$ cat src/rtl/rvIsaPkg.sv
package rvIsaPkg;

    localparam int xlen    = 32;
    localparam int regBits = 5;

    typedef logic [xlen-1:0]    instWord;
    typedef logic [xlen-1:0]    xlenWord;
    typedef logic [regBits-1:0] regName;
    typedef logic [2:0]         funct3Field;

    // RV32I major opcodes, inst[6:0].
    typedef enum logic [6:0] {
        opcLui    = 7'b0110111,
        opcAuipc  = 7'b0010111,
        opcJal    = 7'b1101111,
        opcJalr   = 7'b1100111,
        opcBranch = 7'b1100011,
        opcLoad   = 7'b0000011,
        opcStore  = 7'b0100011,
        opcOpImm  = 7'b0010011,
        opcOp     = 7'b0110011
    } majorOpcode;

    // Internal ops. Encoding order is fixed, NOP is zero.
    typedef enum logic [5:0] {
        uopNop,
        uopLui, uopAuipc, uopJal, uopJalr,
        // Branches from 5.
        uopBeq, uopBne, uopBlt, uopBge, uopBltu, uopBgeu,
        // Loads from 11, stores from 16.
        uopLb, uopLh, uopLw, uopLbu, uopLhu,
        uopSb, uopSh, uopSw,
        // Immediate ALU ops from 19.
        uopAddi, uopSlti, uopSltiu, uopXori, uopOri, uopAndi,
        uopSlli, uopSrli, uopSrai,
        // Register ALU ops from 28.
        uopAdd, uopSub, uopSll, uopSlt, uopSltu,
        uopXor, uopSrl, uopSra, uopOr, uopAnd
    } uopOp;

endpackage

$ cat src/rtl/coreUopPkg.sv
package coreUopPkg;

    // Reorder buffer tag, 16 entries at most.
    typedef logic [3:0] robTag;

    typedef struct packed {
        rvIsaPkg::instWord inst;
        rvIsaPkg::xlenWord pc;
        logic              predJump;
    } fetchEntry;

    typedef struct packed {
        rvIsaPkg::uopOp    op;
        rvIsaPkg::xlenWord imm;
        rvIsaPkg::xlenWord pc;
        logic              predJump;
        rvIsaPkg::regName  rs1;
        rvIsaPkg::regName  rs2;
        rvIsaPkg::regName  rd;
        logic              usesRs1;
        logic              usesRs2;
        logic              writesRd;
    } decodedUop;

    // Tag is only meaningful while ready is low.
    typedef struct packed {
        logic              ready;
        rvIsaPkg::xlenWord value;
        robTag             tag;
    } srcOperand;

    typedef struct packed {
        rvIsaPkg::uopOp    op;
        rvIsaPkg::xlenWord imm;
        rvIsaPkg::xlenWord pc;
        logic              predJump;
        srcOperand         src1;
        srcOperand         src2;
        rvIsaPkg::regName  rd;
        robTag             destTag;
    } issuePacket;

    typedef struct packed {
        robTag             tag;
        rvIsaPkg::regName  rd;
        logic              hasRd;
        rvIsaPkg::xlenWord data;
    } writebackBus;

endpackage

$ cat src/rtl/instQueue.sv
`timescale 1ns/1ns

module instQueue #(
    parameter int queueDepth = 4
) (
    input  logic                  clk,
    input  logic                  rst,
    input  logic                  push,
    input  coreUopPkg::fetchEntry pushData,
    input  logic                  pop,
    output coreUopPkg::fetchEntry head,
    output logic                  empty,
    output logic                  full
);
    import coreUopPkg::*;

    localparam int ptrWidth   = $clog2(queueDepth);
    localparam int countWidth = $clog2(queueDepth + 1);

    fetchEntry             mem [queueDepth];
    logic [ptrWidth-1:0]   rdPtr;
    logic [ptrWidth-1:0]   wrPtr;
    logic [countWidth-1:0] count;
    logic                  doPush;
    logic                  doPop;

    assign doPush = push && !full;
    assign doPop  = pop && !empty;

    assign head  = mem[rdPtr];
    assign empty = (count == '0);
    assign full  = (count == countWidth'(queueDepth));

    // Pointers wrap on their own for a power-of-two depth.
    always_ff @(posedge clk) begin
        if (rst) begin
            rdPtr <= '0;
            wrPtr <= '0;
            count <= '0;
        end else begin
            if (doPush) begin
                wrPtr <= wrPtr + 1'b1;
            end
            if (doPop) begin
                rdPtr <= rdPtr + 1'b1;
            end
            if (doPush && !doPop) begin
                count <= count + 1'b1;
            end else if (doPop && !doPush) begin
                count <= count - 1'b1;
            end
        end
    end

    always_ff @(posedge clk) begin
        if (doPush) begin
            mem[wrPtr] <= pushData;
        end
    end

endmodule

$ cat src/rtl/instDecoder.sv
`timescale 1ns/1ns

module instDecoder (
    input  coreUopPkg::fetchEntry entry,
    output coreUopPkg::decodedUop uop
);
    import rvIsaPkg::*;

    instWord    inst;
    majorOpcode opcode;
    funct3Field funct3;
    logic       bit30;
    xlenWord    immI;
    xlenWord    immS;
    xlenWord    immB;
    xlenWord    immU;
    xlenWord    immJ;

    assign inst   = entry.inst;
    assign opcode = majorOpcode'(inst[6:0]);
    assign funct3 = inst[14:12];
    assign bit30  = inst[30];

    ////////////////////////////////////////////////////////////////////////////
    // Immediate formats, all sign extended.
    ////////////////////////////////////////////////////////////////////////////

    assign immI = {{21{inst[31]}}, inst[30:20]};
    assign immS = {{21{inst[31]}}, inst[30:25], inst[11:7]};
    assign immB = {{20{inst[31]}}, inst[7], inst[30:25], inst[11:8], 1'b0};
    assign immU = {inst[31:12], 12'b0};
    assign immJ = {{12{inst[31]}}, inst[19:12], inst[20], inst[30:21], 1'b0};

    always_comb begin
        uop          = '0;
        uop.pc       = entry.pc;
        uop.predJump = entry.predJump;
        uop.rs1      = inst[19:15];
        uop.rs2      = inst[24:20];
        uop.rd       = inst[11:7];
        uop.op       = uopNop;
        case (opcode)
            opcLui, opcAuipc: begin
                uop.op       = (opcode == opcLui) ? uopLui : uopAuipc;
                uop.imm      = immU;
                uop.writesRd = 1'b1;
            end
            opcJal: begin
                uop.op       = uopJal;
                uop.imm      = immJ;
                uop.writesRd = 1'b1;
            end
            opcJalr: begin
                if (funct3 == 3'b000) begin
                    uop.op = uopJalr;
                end
                uop.imm      = immI;
                uop.usesRs1  = 1'b1;
                uop.writesRd = 1'b1;
            end
            opcBranch: begin
                uop.imm     = immB;
                uop.usesRs1 = 1'b1;
                uop.usesRs2 = 1'b1;
                case (funct3)
                    3'b000:  uop.op = uopBeq;
                    3'b001:  uop.op = uopBne;
                    3'b100:  uop.op = uopBlt;
                    3'b101:  uop.op = uopBge;
                    3'b110:  uop.op = uopBltu;
                    3'b111:  uop.op = uopBgeu;
                    default: uop.op = uopNop;
                endcase
            end
            opcLoad: begin
                uop.imm      = immI;
                uop.usesRs1  = 1'b1;
                uop.writesRd = 1'b1;
                case (funct3)
                    3'b000:  uop.op = uopLb;
                    3'b001:  uop.op = uopLh;
                    3'b010:  uop.op = uopLw;
                    3'b100:  uop.op = uopLbu;
                    3'b101:  uop.op = uopLhu;
                    default: uop.op = uopNop;
                endcase
            end
            opcStore: begin
                uop.imm     = immS;
                uop.usesRs1 = 1'b1;
                uop.usesRs2 = 1'b1;
                case (funct3)
                    3'b000:  uop.op = uopSb;
                    3'b001:  uop.op = uopSh;
                    3'b010:  uop.op = uopSw;
                    default: uop.op = uopNop;
                endcase
            end
            opcOpImm: begin
                uop.imm      = immI;
                uop.usesRs1  = 1'b1;
                uop.writesRd = 1'b1;
                // Bit 30 only matters for the shifts.
                case ({bit30, funct3})
                    4'b0000, 4'b1000: uop.op = uopAddi;
                    4'b0010, 4'b1010: uop.op = uopSlti;
                    4'b0011, 4'b1011: uop.op = uopSltiu;
                    4'b0100, 4'b1100: uop.op = uopXori;
                    4'b0110, 4'b1110: uop.op = uopOri;
                    4'b0111, 4'b1111: uop.op = uopAndi;
                    4'b0001:          uop.op = uopSlli;
                    4'b0101:          uop.op = uopSrli;
                    4'b1101:          uop.op = uopSrai;
                    default:          uop.op = uopNop;
                endcase
            end
            opcOp: begin
                uop.usesRs1  = 1'b1;
                uop.usesRs2  = 1'b1;
                uop.writesRd = 1'b1;
                case ({bit30, funct3})
                    4'b0000: uop.op = uopAdd;
                    4'b1000: uop.op = uopSub;
                    4'b0001: uop.op = uopSll;
                    4'b0010: uop.op = uopSlt;
                    4'b0011: uop.op = uopSltu;
                    4'b0100: uop.op = uopXor;
                    4'b0101: uop.op = uopSrl;
                    4'b1101: uop.op = uopSra;
                    4'b0110: uop.op = uopOr;
                    4'b0111: uop.op = uopAnd;
                    default: uop.op = uopNop;
                endcase
            end
            default: begin
                uop.op = uopNop;
            end
        endcase
        // Illegal encodings carry no operands, immediate or result.
        if (uop.op == uopNop) begin
            uop.imm      = '0;
            uop.usesRs1  = 1'b0;
            uop.usesRs2  = 1'b0;
            uop.writesRd = 1'b0;
        end
        // x0 is never renamed.
        if (uop.rd == '0) begin
            uop.writesRd = 1'b0;
        end
    end

endmodule

$ cat src/rtl/regStatusFile.sv
`timescale 1ns/1ns

module regStatusFile (
    input  logic                    clk,
    input  logic                    rst,
    input  logic                    dispatch,
    input  coreUopPkg::decodedUop   uop,
    input  coreUopPkg::robTag       destTag,
    input  logic                    wbValid,
    input  coreUopPkg::writebackBus wb,
    output logic                    issueValid,
    output coreUopPkg::issuePacket  issue
);
    import rvIsaPkg::*;
    import coreUopPkg::*;

    xlenWord     regValue [32];
    robTag       regOwner [32];
    logic [31:0] regBusy;
    logic        wbHit;
    srcOperand   src1;
    srcOperand   src2;

    // Writeback from the current owner of its register.
    assign wbHit = wbValid && wb.hasRd && (wb.rd != '0) && regBusy[wb.rd]
                   && (regOwner[wb.rd] == wb.tag);

    function automatic srcOperand readSource(input logic used, input regName rs);
        srcOperand src;
        src       = '0;
        src.ready = 1'b1;
        if (used && (rs != '0)) begin
            if (!regBusy[rs]) begin
                src.value = regValue[rs];
            end else if (wbHit && (wb.rd == rs)) begin
                // Bypass.
                src.value = wb.data;
            end else begin
                src.ready = 1'b0;
                src.tag   = regOwner[rs];
            end
        end
        return src;
    endfunction

    always_comb begin
        src1 = readSource(uop.usesRs1, uop.rs1);
        src2 = readSource(uop.usesRs2, uop.rs2);
    end

    ////////////////////////////////////////////////////////////////////////////
    // Register values and busy table.
    ////////////////////////////////////////////////////////////////////////////

    always_ff @(posedge clk) begin
        if (rst) begin
            regBusy <= '0;
            for (int i = 0; i < 32; i++) begin
                regValue[i] <= '0;
            end
        end else begin
            if (wbHit) begin
                regValue[wb.rd] <= wb.data;
                regBusy[wb.rd]  <= 1'b0;
            end
            // A new writer overrides a same-cycle writeback.
            if (dispatch && uop.writesRd) begin
                regBusy[uop.rd] <= 1'b1;
            end
        end
    end

    always_ff @(posedge clk) begin
        if (dispatch && uop.writesRd) begin
            regOwner[uop.rd] <= destTag;
        end
    end

    ////////////////////////////////////////////////////////////////////////////
    // Issue register.
    ////////////////////////////////////////////////////////////////////////////

    always_ff @(posedge clk) begin
        if (rst) begin
            issueValid <= 1'b0;
        end else begin
            issueValid <= dispatch;
        end
    end

    always_ff @(posedge clk) begin
        if (dispatch) begin
            issue.op       <= uop.op;
            issue.imm      <= uop.imm;
            issue.pc       <= uop.pc;
            issue.predJump <= uop.predJump;
            issue.src1     <= src1;
            issue.src2     <= src2;
            issue.rd       <= uop.rd;
            issue.destTag  <= destTag;
        end
    end

endmodule

$ cat src/rtl/robTagAllocator.sv
`timescale 1ns/1ns

module robTagAllocator #(
    parameter int robDepth = 8
) (
    input  logic              clk,
    input  logic              rst,
    input  logic              alloc,
    input  logic              commit,
    output coreUopPkg::robTag nextTag,
    output logic              robFull
);
    import coreUopPkg::*;

    localparam int countWidth = $clog2(robDepth + 1);

    robTag                 allocPtr;
    logic [countWidth-1:0] occupancy;
    logic                  doAlloc;
    logic                  doCommit;

    assign doAlloc  = alloc && !robFull;
    assign doCommit = commit && (occupancy != '0);

    assign nextTag = allocPtr;
    assign robFull = (occupancy == countWidth'(robDepth));

    always_ff @(posedge clk) begin
        if (rst) begin
            allocPtr  <= '0;
            occupancy <= '0;
        end else begin
            if (doAlloc) begin
                if (allocPtr == robTag'(robDepth - 1)) begin
                    allocPtr <= '0;
                end else begin
                    allocPtr <= allocPtr + 1'b1;
                end
            end
            if (doAlloc && !doCommit) begin
                occupancy <= occupancy + 1'b1;
            end else if (doCommit && !doAlloc) begin
                occupancy <= occupancy - 1'b1;
            end
        end
    end

endmodule

$ cat src/rtl/frontEnd.sv
`timescale 1ns/1ns

module frontEnd #(
    parameter int queueDepth = 4,
    parameter int robDepth   = 8
) (
    input  logic                    clk,
    input  logic                    rst,
    input  logic                    rdy,
    input  logic                    fetchValid,
    input  coreUopPkg::fetchEntry   fetchIn,
    input  logic                    wbValid,
    input  coreUopPkg::writebackBus wb,
    input  logic                    commitValid,
    output logic                    queueFull,
    output logic                    issueValid,
    output coreUopPkg::issuePacket  issue
);
    import coreUopPkg::*;

    fetchEntry head;
    decodedUop uop;
    robTag     nextTag;
    logic      queueEmpty;
    logic      robFull;
    logic      dispatch;

    // One instruction per cycle when the core can take it.
    assign dispatch = rdy && !queueEmpty && !robFull;

    instQueue #(
        .queueDepth(queueDepth)
    ) queue (
        .clk     (clk),
        .rst     (rst),
        .push    (fetchValid),
        .pushData(fetchIn),
        .pop     (dispatch),
        .head    (head),
        .empty   (queueEmpty),
        .full    (queueFull)
    );

    instDecoder decoder (
        .entry(head),
        .uop  (uop)
    );

    regStatusFile operands (
        .clk       (clk),
        .rst       (rst),
        .dispatch  (dispatch),
        .uop       (uop),
        .destTag   (nextTag),
        .wbValid   (wbValid),
        .wb        (wb),
        .issueValid(issueValid),
        .issue     (issue)
    );

    robTagAllocator #(
        .robDepth(robDepth)
    ) tags (
        .clk    (clk),
        .rst    (rst),
        .alloc  (dispatch),
        .commit (commitValid),
        .nextTag(nextTag),
        .robFull(robFull)
    );

endmodule

$ cat config.mk
export PLATFORM = sky130hd
export DESIGN_NAME = frontEnd
export DESIGN_NICKNAME = d
export VERILOG_FILES = /design/src/rtl/rvIsaPkg.sv /design/src/rtl/coreUopPkg.sv /design/src/rtl/instQueue.sv /design/src/rtl/instDecoder.sv /design/src/rtl/regStatusFile.sv /design/src/rtl/robTagAllocator.sv /design/src/rtl/frontEnd.sv
export SDC_FILE = /design/constraint.sdc
export NUM_CORES = 2
export LEC_CHECK = 0
export BUFFER_PORTS_ARGS = -buffer_cell sky130_fd_sc_hd__buf_2
export CORE_MARGIN = 4
export CORE_UTILIZATION = 60
export DETAILED_ROUTE_END_ITERATION = 10
export PLACE_DENSITY = 0.88
export SKIP_CTS_REPAIR_TIMING = 1
export SLEW_MARGIN = 30
export SYNTH_ARGS = -nofsm -noshare
export SYNTH_HDL_FRONTEND = slang
export SYNTH_HIERARCHICAL = 1
export SYNTH_SLANG_ARGS = --single-unit
$ cat constraint.sdc
create_clock -name clk -period 27.4 [get_ports clk]
set_input_delay 8.22 -clock clk [delete_from_list [all_inputs] [get_ports clk]]
set_output_delay 8.22 -clock clk [all_outputs]
set_load 0.005 [all_outputs]
==> results.cfg <==
[setup_path]
path_common_cell = buf_4
arrival_ps = 14090
path_buf_inv = 3
critical_path.startpoint_type = primary input
crit_family = buffers and inverters
crit_path_end_kind = flip-flop
cp_slowest_stage_delay_ps = 920
crit_required_ps = 27840
crit_type = primary input to flip-flop
crit_path_top_delay_cell = and4_1
path_cells = buf_4 > buf_4 > mux2i_1 > o221ai_1 > o211ai_1 > o2111ai_1 > xnor2_2 > and4_1 > and3_1 > a21o_2 > buf_4
crit_fanout = 45

[clocking]
cts_tree = done
root_buffer = clkbuf_16
clock_latency_ps = 840
h-tree-depth = 4
numCtsBuffers = 163
clk_pin_slew_ps = 60
cts_sinks = 1616
cts_buffer_depth = 3

[timing]
final-setup-viol-count = 0
finalCriticalPeriod_ps = 13650
worst_slew_pin_slew_ps = 1120
rsz0062_at_grt = false
hold-worst-slack_ps = 521
hold_violations = 0
max_freq_ghz = 0.0733
drv_slew = 0
finalCritPeriodShare_pct = 49.8
finalSetupTns_ps = 0
slew_headroom_pct = 25.3
fin_skew_ps = 49.9

[finish]
finish.utilization_pct = 66.4
fin_nets = 5209
syn_to_final_growth_pct = 10.1
final_common_cell = edfxtp_1
final_cell_mix = edfxtp_1 (1566), nor2_1 (969), mux4_2 (778), buf_2 (266), nand2_1 (193)
final_layout_size_suffix_gt1_share_pct = 29.1

[floorplan]
rows = 133
fp.dieH_um = 372
start_util_pct = 60.4
die_area_um2 = 138000
fp.dieW_um = 372
pin_count = 269
core_area_um2 = 131000

[worst_hold_path]
hold_class = flip-flop to flip-flop

[synth]
synthCells = 4985
syn-cell-area_um2 = 79400
ys_types = 83
async_flop_share_pct = 0
synth_warnings = 6
ys.flop_type = edfxtp_1
yosysSeqAreaShare_pct = 60.5
synth_seq_cells = 1616
synth_edf_count = 1566
syn_avg_cell_area_um2 = 15.9

[grt]
grt_pass1_vias = 55200
grt_max_degree = 122
antenna_found_initial = 23
grt_usage_pct = 37.7
grt_pass1_wl_um = 373000
grt-ovfl-total = 0

[power]
combPwrFrac_pct = 29.2
power_frac_seq_pct = 40.6
leakagePower_nw = 29.7
p_per_area_nw_per_um2 = 84.0
p_int_mw = 5.04
p_sw_share_pct = 31.3
ir_drop_mv = 0.0783
p_sw_mw = 2.29
clockPowerShare_pct = 30.1

[job]
max_cap_viol_count = 0

[route]
post-route-drc-count = 1
wl_per_cell_um = 37.1
drt_pre_antenna_iters = 11
ant_nets = 0
first_iter_violations = 11300
viasPerCell = 7.79
vias = 54500
wl_um = 259000

[place]
routabilityCongestion = 1.00
portBuffers = 268
place_hpwl_um = 141000

[outcome]
failed_checks = DRC
status = finished, violations left
==> sequential cells by signal, indices dropped and copies added, names as in the netlist, named ones only <==
signal / count
tags/occupancy: 4
queue/rdPtr: 2
queue/wrPtr: 2
queue/count: 3
queue/mem: 260
operands/regValue: 1024
operands/issue: 154
operands/regBusy: 32
operands/issueValid: 1
tags/nextTag: 4
operands/regOwner: 128
==> cells in the mapped netlist, types with 4 or more instances <==
| master | count | area [um^2] |
|---|---|---|
| a21oi_1 | 87 | 435 |
| mux2_2 | 6 | 67.6 |
| nand4_1 | 5 | 31.3 |
| buf_4 | 57 | 428 |
| or2_2 | 13 | 81.3 |
| and2_1 | 166 | 1040 |
| a21o_1 | 81 | 608 |
| nor2b_1 | 14 | 87.6 |
| or3_1 | 8 | 50.1 |
| a211oi_1 | 13 | 97.6 |
| buf_12 | 5 | 100 |
| nor3_1 | 42 | 210 |
| a31oi_1 | 4 | 25.0 |
| xnor2_1 | 7 | 61.3 |
| nor2_1 | 976 | 3660 |
| o211ai_1 | 5 | 37.5 |
| a21oi_2 | 30 | 263 |
| a211oi_2 | 8 | 100 |
| buf_6 | 9 | 101 |
| ha_1 | 15 | 188 |
| nand3_1 | 21 | 105 |
| buf_2 | 119 | 596 |
| nor3_2 | 7 | 70.1 |
| a22oi_1 | 7 | 52.6 |
| o22ai_1 | 36 | 225 |
| o31ai_1 | 12 | 90.1 |
| edfxtp_1 | 1566 | 47000 |
| xor2_1 | 14 | 123 |
| clkbuf_1 | 192 | 721 |
| nor4_1 | 6 | 37.5 |
| dfxtp_1 | 50 | 1000 |
| buf_1 | 86 | 323 |
| or3b_1 | 5 | 43.8 |
| nand2_1 | 201 | 754 |
| o221ai_1 | 10 | 87.6 |
| o21bai_1 | 15 | 113 |
| mux2i_1 | 150 | 1500 |
| mux4_2 | 787 | 17700 |
| o21ai_0 | 32 | 160 |
| nand2b_1 | 16 | 100 |
| inv_1 | 31 | 116 |
| nand3b_1 | 6 | 45.0 |
==> cell families after synthesis <==
family          Yosys count  share of synthesized area (%)
flops                  1616                           60.5
other cells               1                        0.00473
xor+xnor                 22                          0.252
fa+ha+maj                17                          0.287
compound gates          367                           3.25
mux                     943                           24.3
buf+inv                 499                           3.00
simple gates           1520                           8.38
==> power by group through the flow <==
stage / logic, mW / clock network (mW) / registers, mW
4_1_cts: 2.07 / 2.21 / 2.98
6_report: 2.14 / 2.21 / 2.98
2_1_floorplan: 1.50 / 0 / 3.02
3_5_place_dp: 2.04 / 0 / 3.02
3_3_place_gp: 1.98 / 0 / 3.01
5_1_grt: 2.21 / 2.32 / 2.99
==> metrics by stage <==
| step | power (mW) | cells | cell area (um^2) | worst slack, ps |
|---|---|---|---|---|
| final | 7.33 | 6999 | 87400 | 13750 |
| after global routing | 7.52 | 6973 | 87300 | 13720 |
| after CTS | 7.26 | 6964 | 87100 | 14090 |
| after detailed placement | 5.06 | 6664 | 81900 | 13270 |
| after global placement | 4.99 | 6661 | 81800 | 13380 |
| after floorplan | 4.52 | 5016 | 79500 | 10480 |
==> area by class of cell <==
class,count,area (um^2)
Fill cell,7973,44100
Inverter,31,116
Sequential cell,1616,48000
Multi-Input combinational cell,2901,29500
Clock buffer,198,4210
Antenna cell,30,75.1
Clock inverter,102,986
Tap cell,1755,2200
Timing Repair Buffer,366,2280
==> worst paths after layout <==
| path | from | to | slack [ps] | cells past startpoint |
|---|---|---|---|---|
| setup / recovery | wb[34] | operands/regValue[3][30]$_SDFFCE_PN0P_ | 13750 | 11 |
| hold / removal | operands/regBusy[4]$_SDFF_PP0_ | operands/regBusy[4]$_SDFF_PP0_ | 520 | 2 |
| setup reg to reg | flip-flop | operands/issue[60]$_SDFFCE_PN0P_ | 21130 | 9 |
| hold reg to reg | operands/regBusy[4]$_SDFF_PP0_ | operands/regBusy[4]$_SDFF_PP0_ | 520 | 2 |
==> metal layers <==
layer	GRT usage [%]	vias to the layer above	routed length (um)
met2	55.3	6707	115000
met4	26.4	16	24000
li1	-	19700	-
met3	16.5	1895	46000
met5	0	-	97
met1	45.0	26200	74000
==> worst min-delay path: stages, from the launching register on <==
cell	delay [ps]
dfxtp_1	340
o31ai_1	70
a21oi_1	60
(Power assumes the default switching activity.)
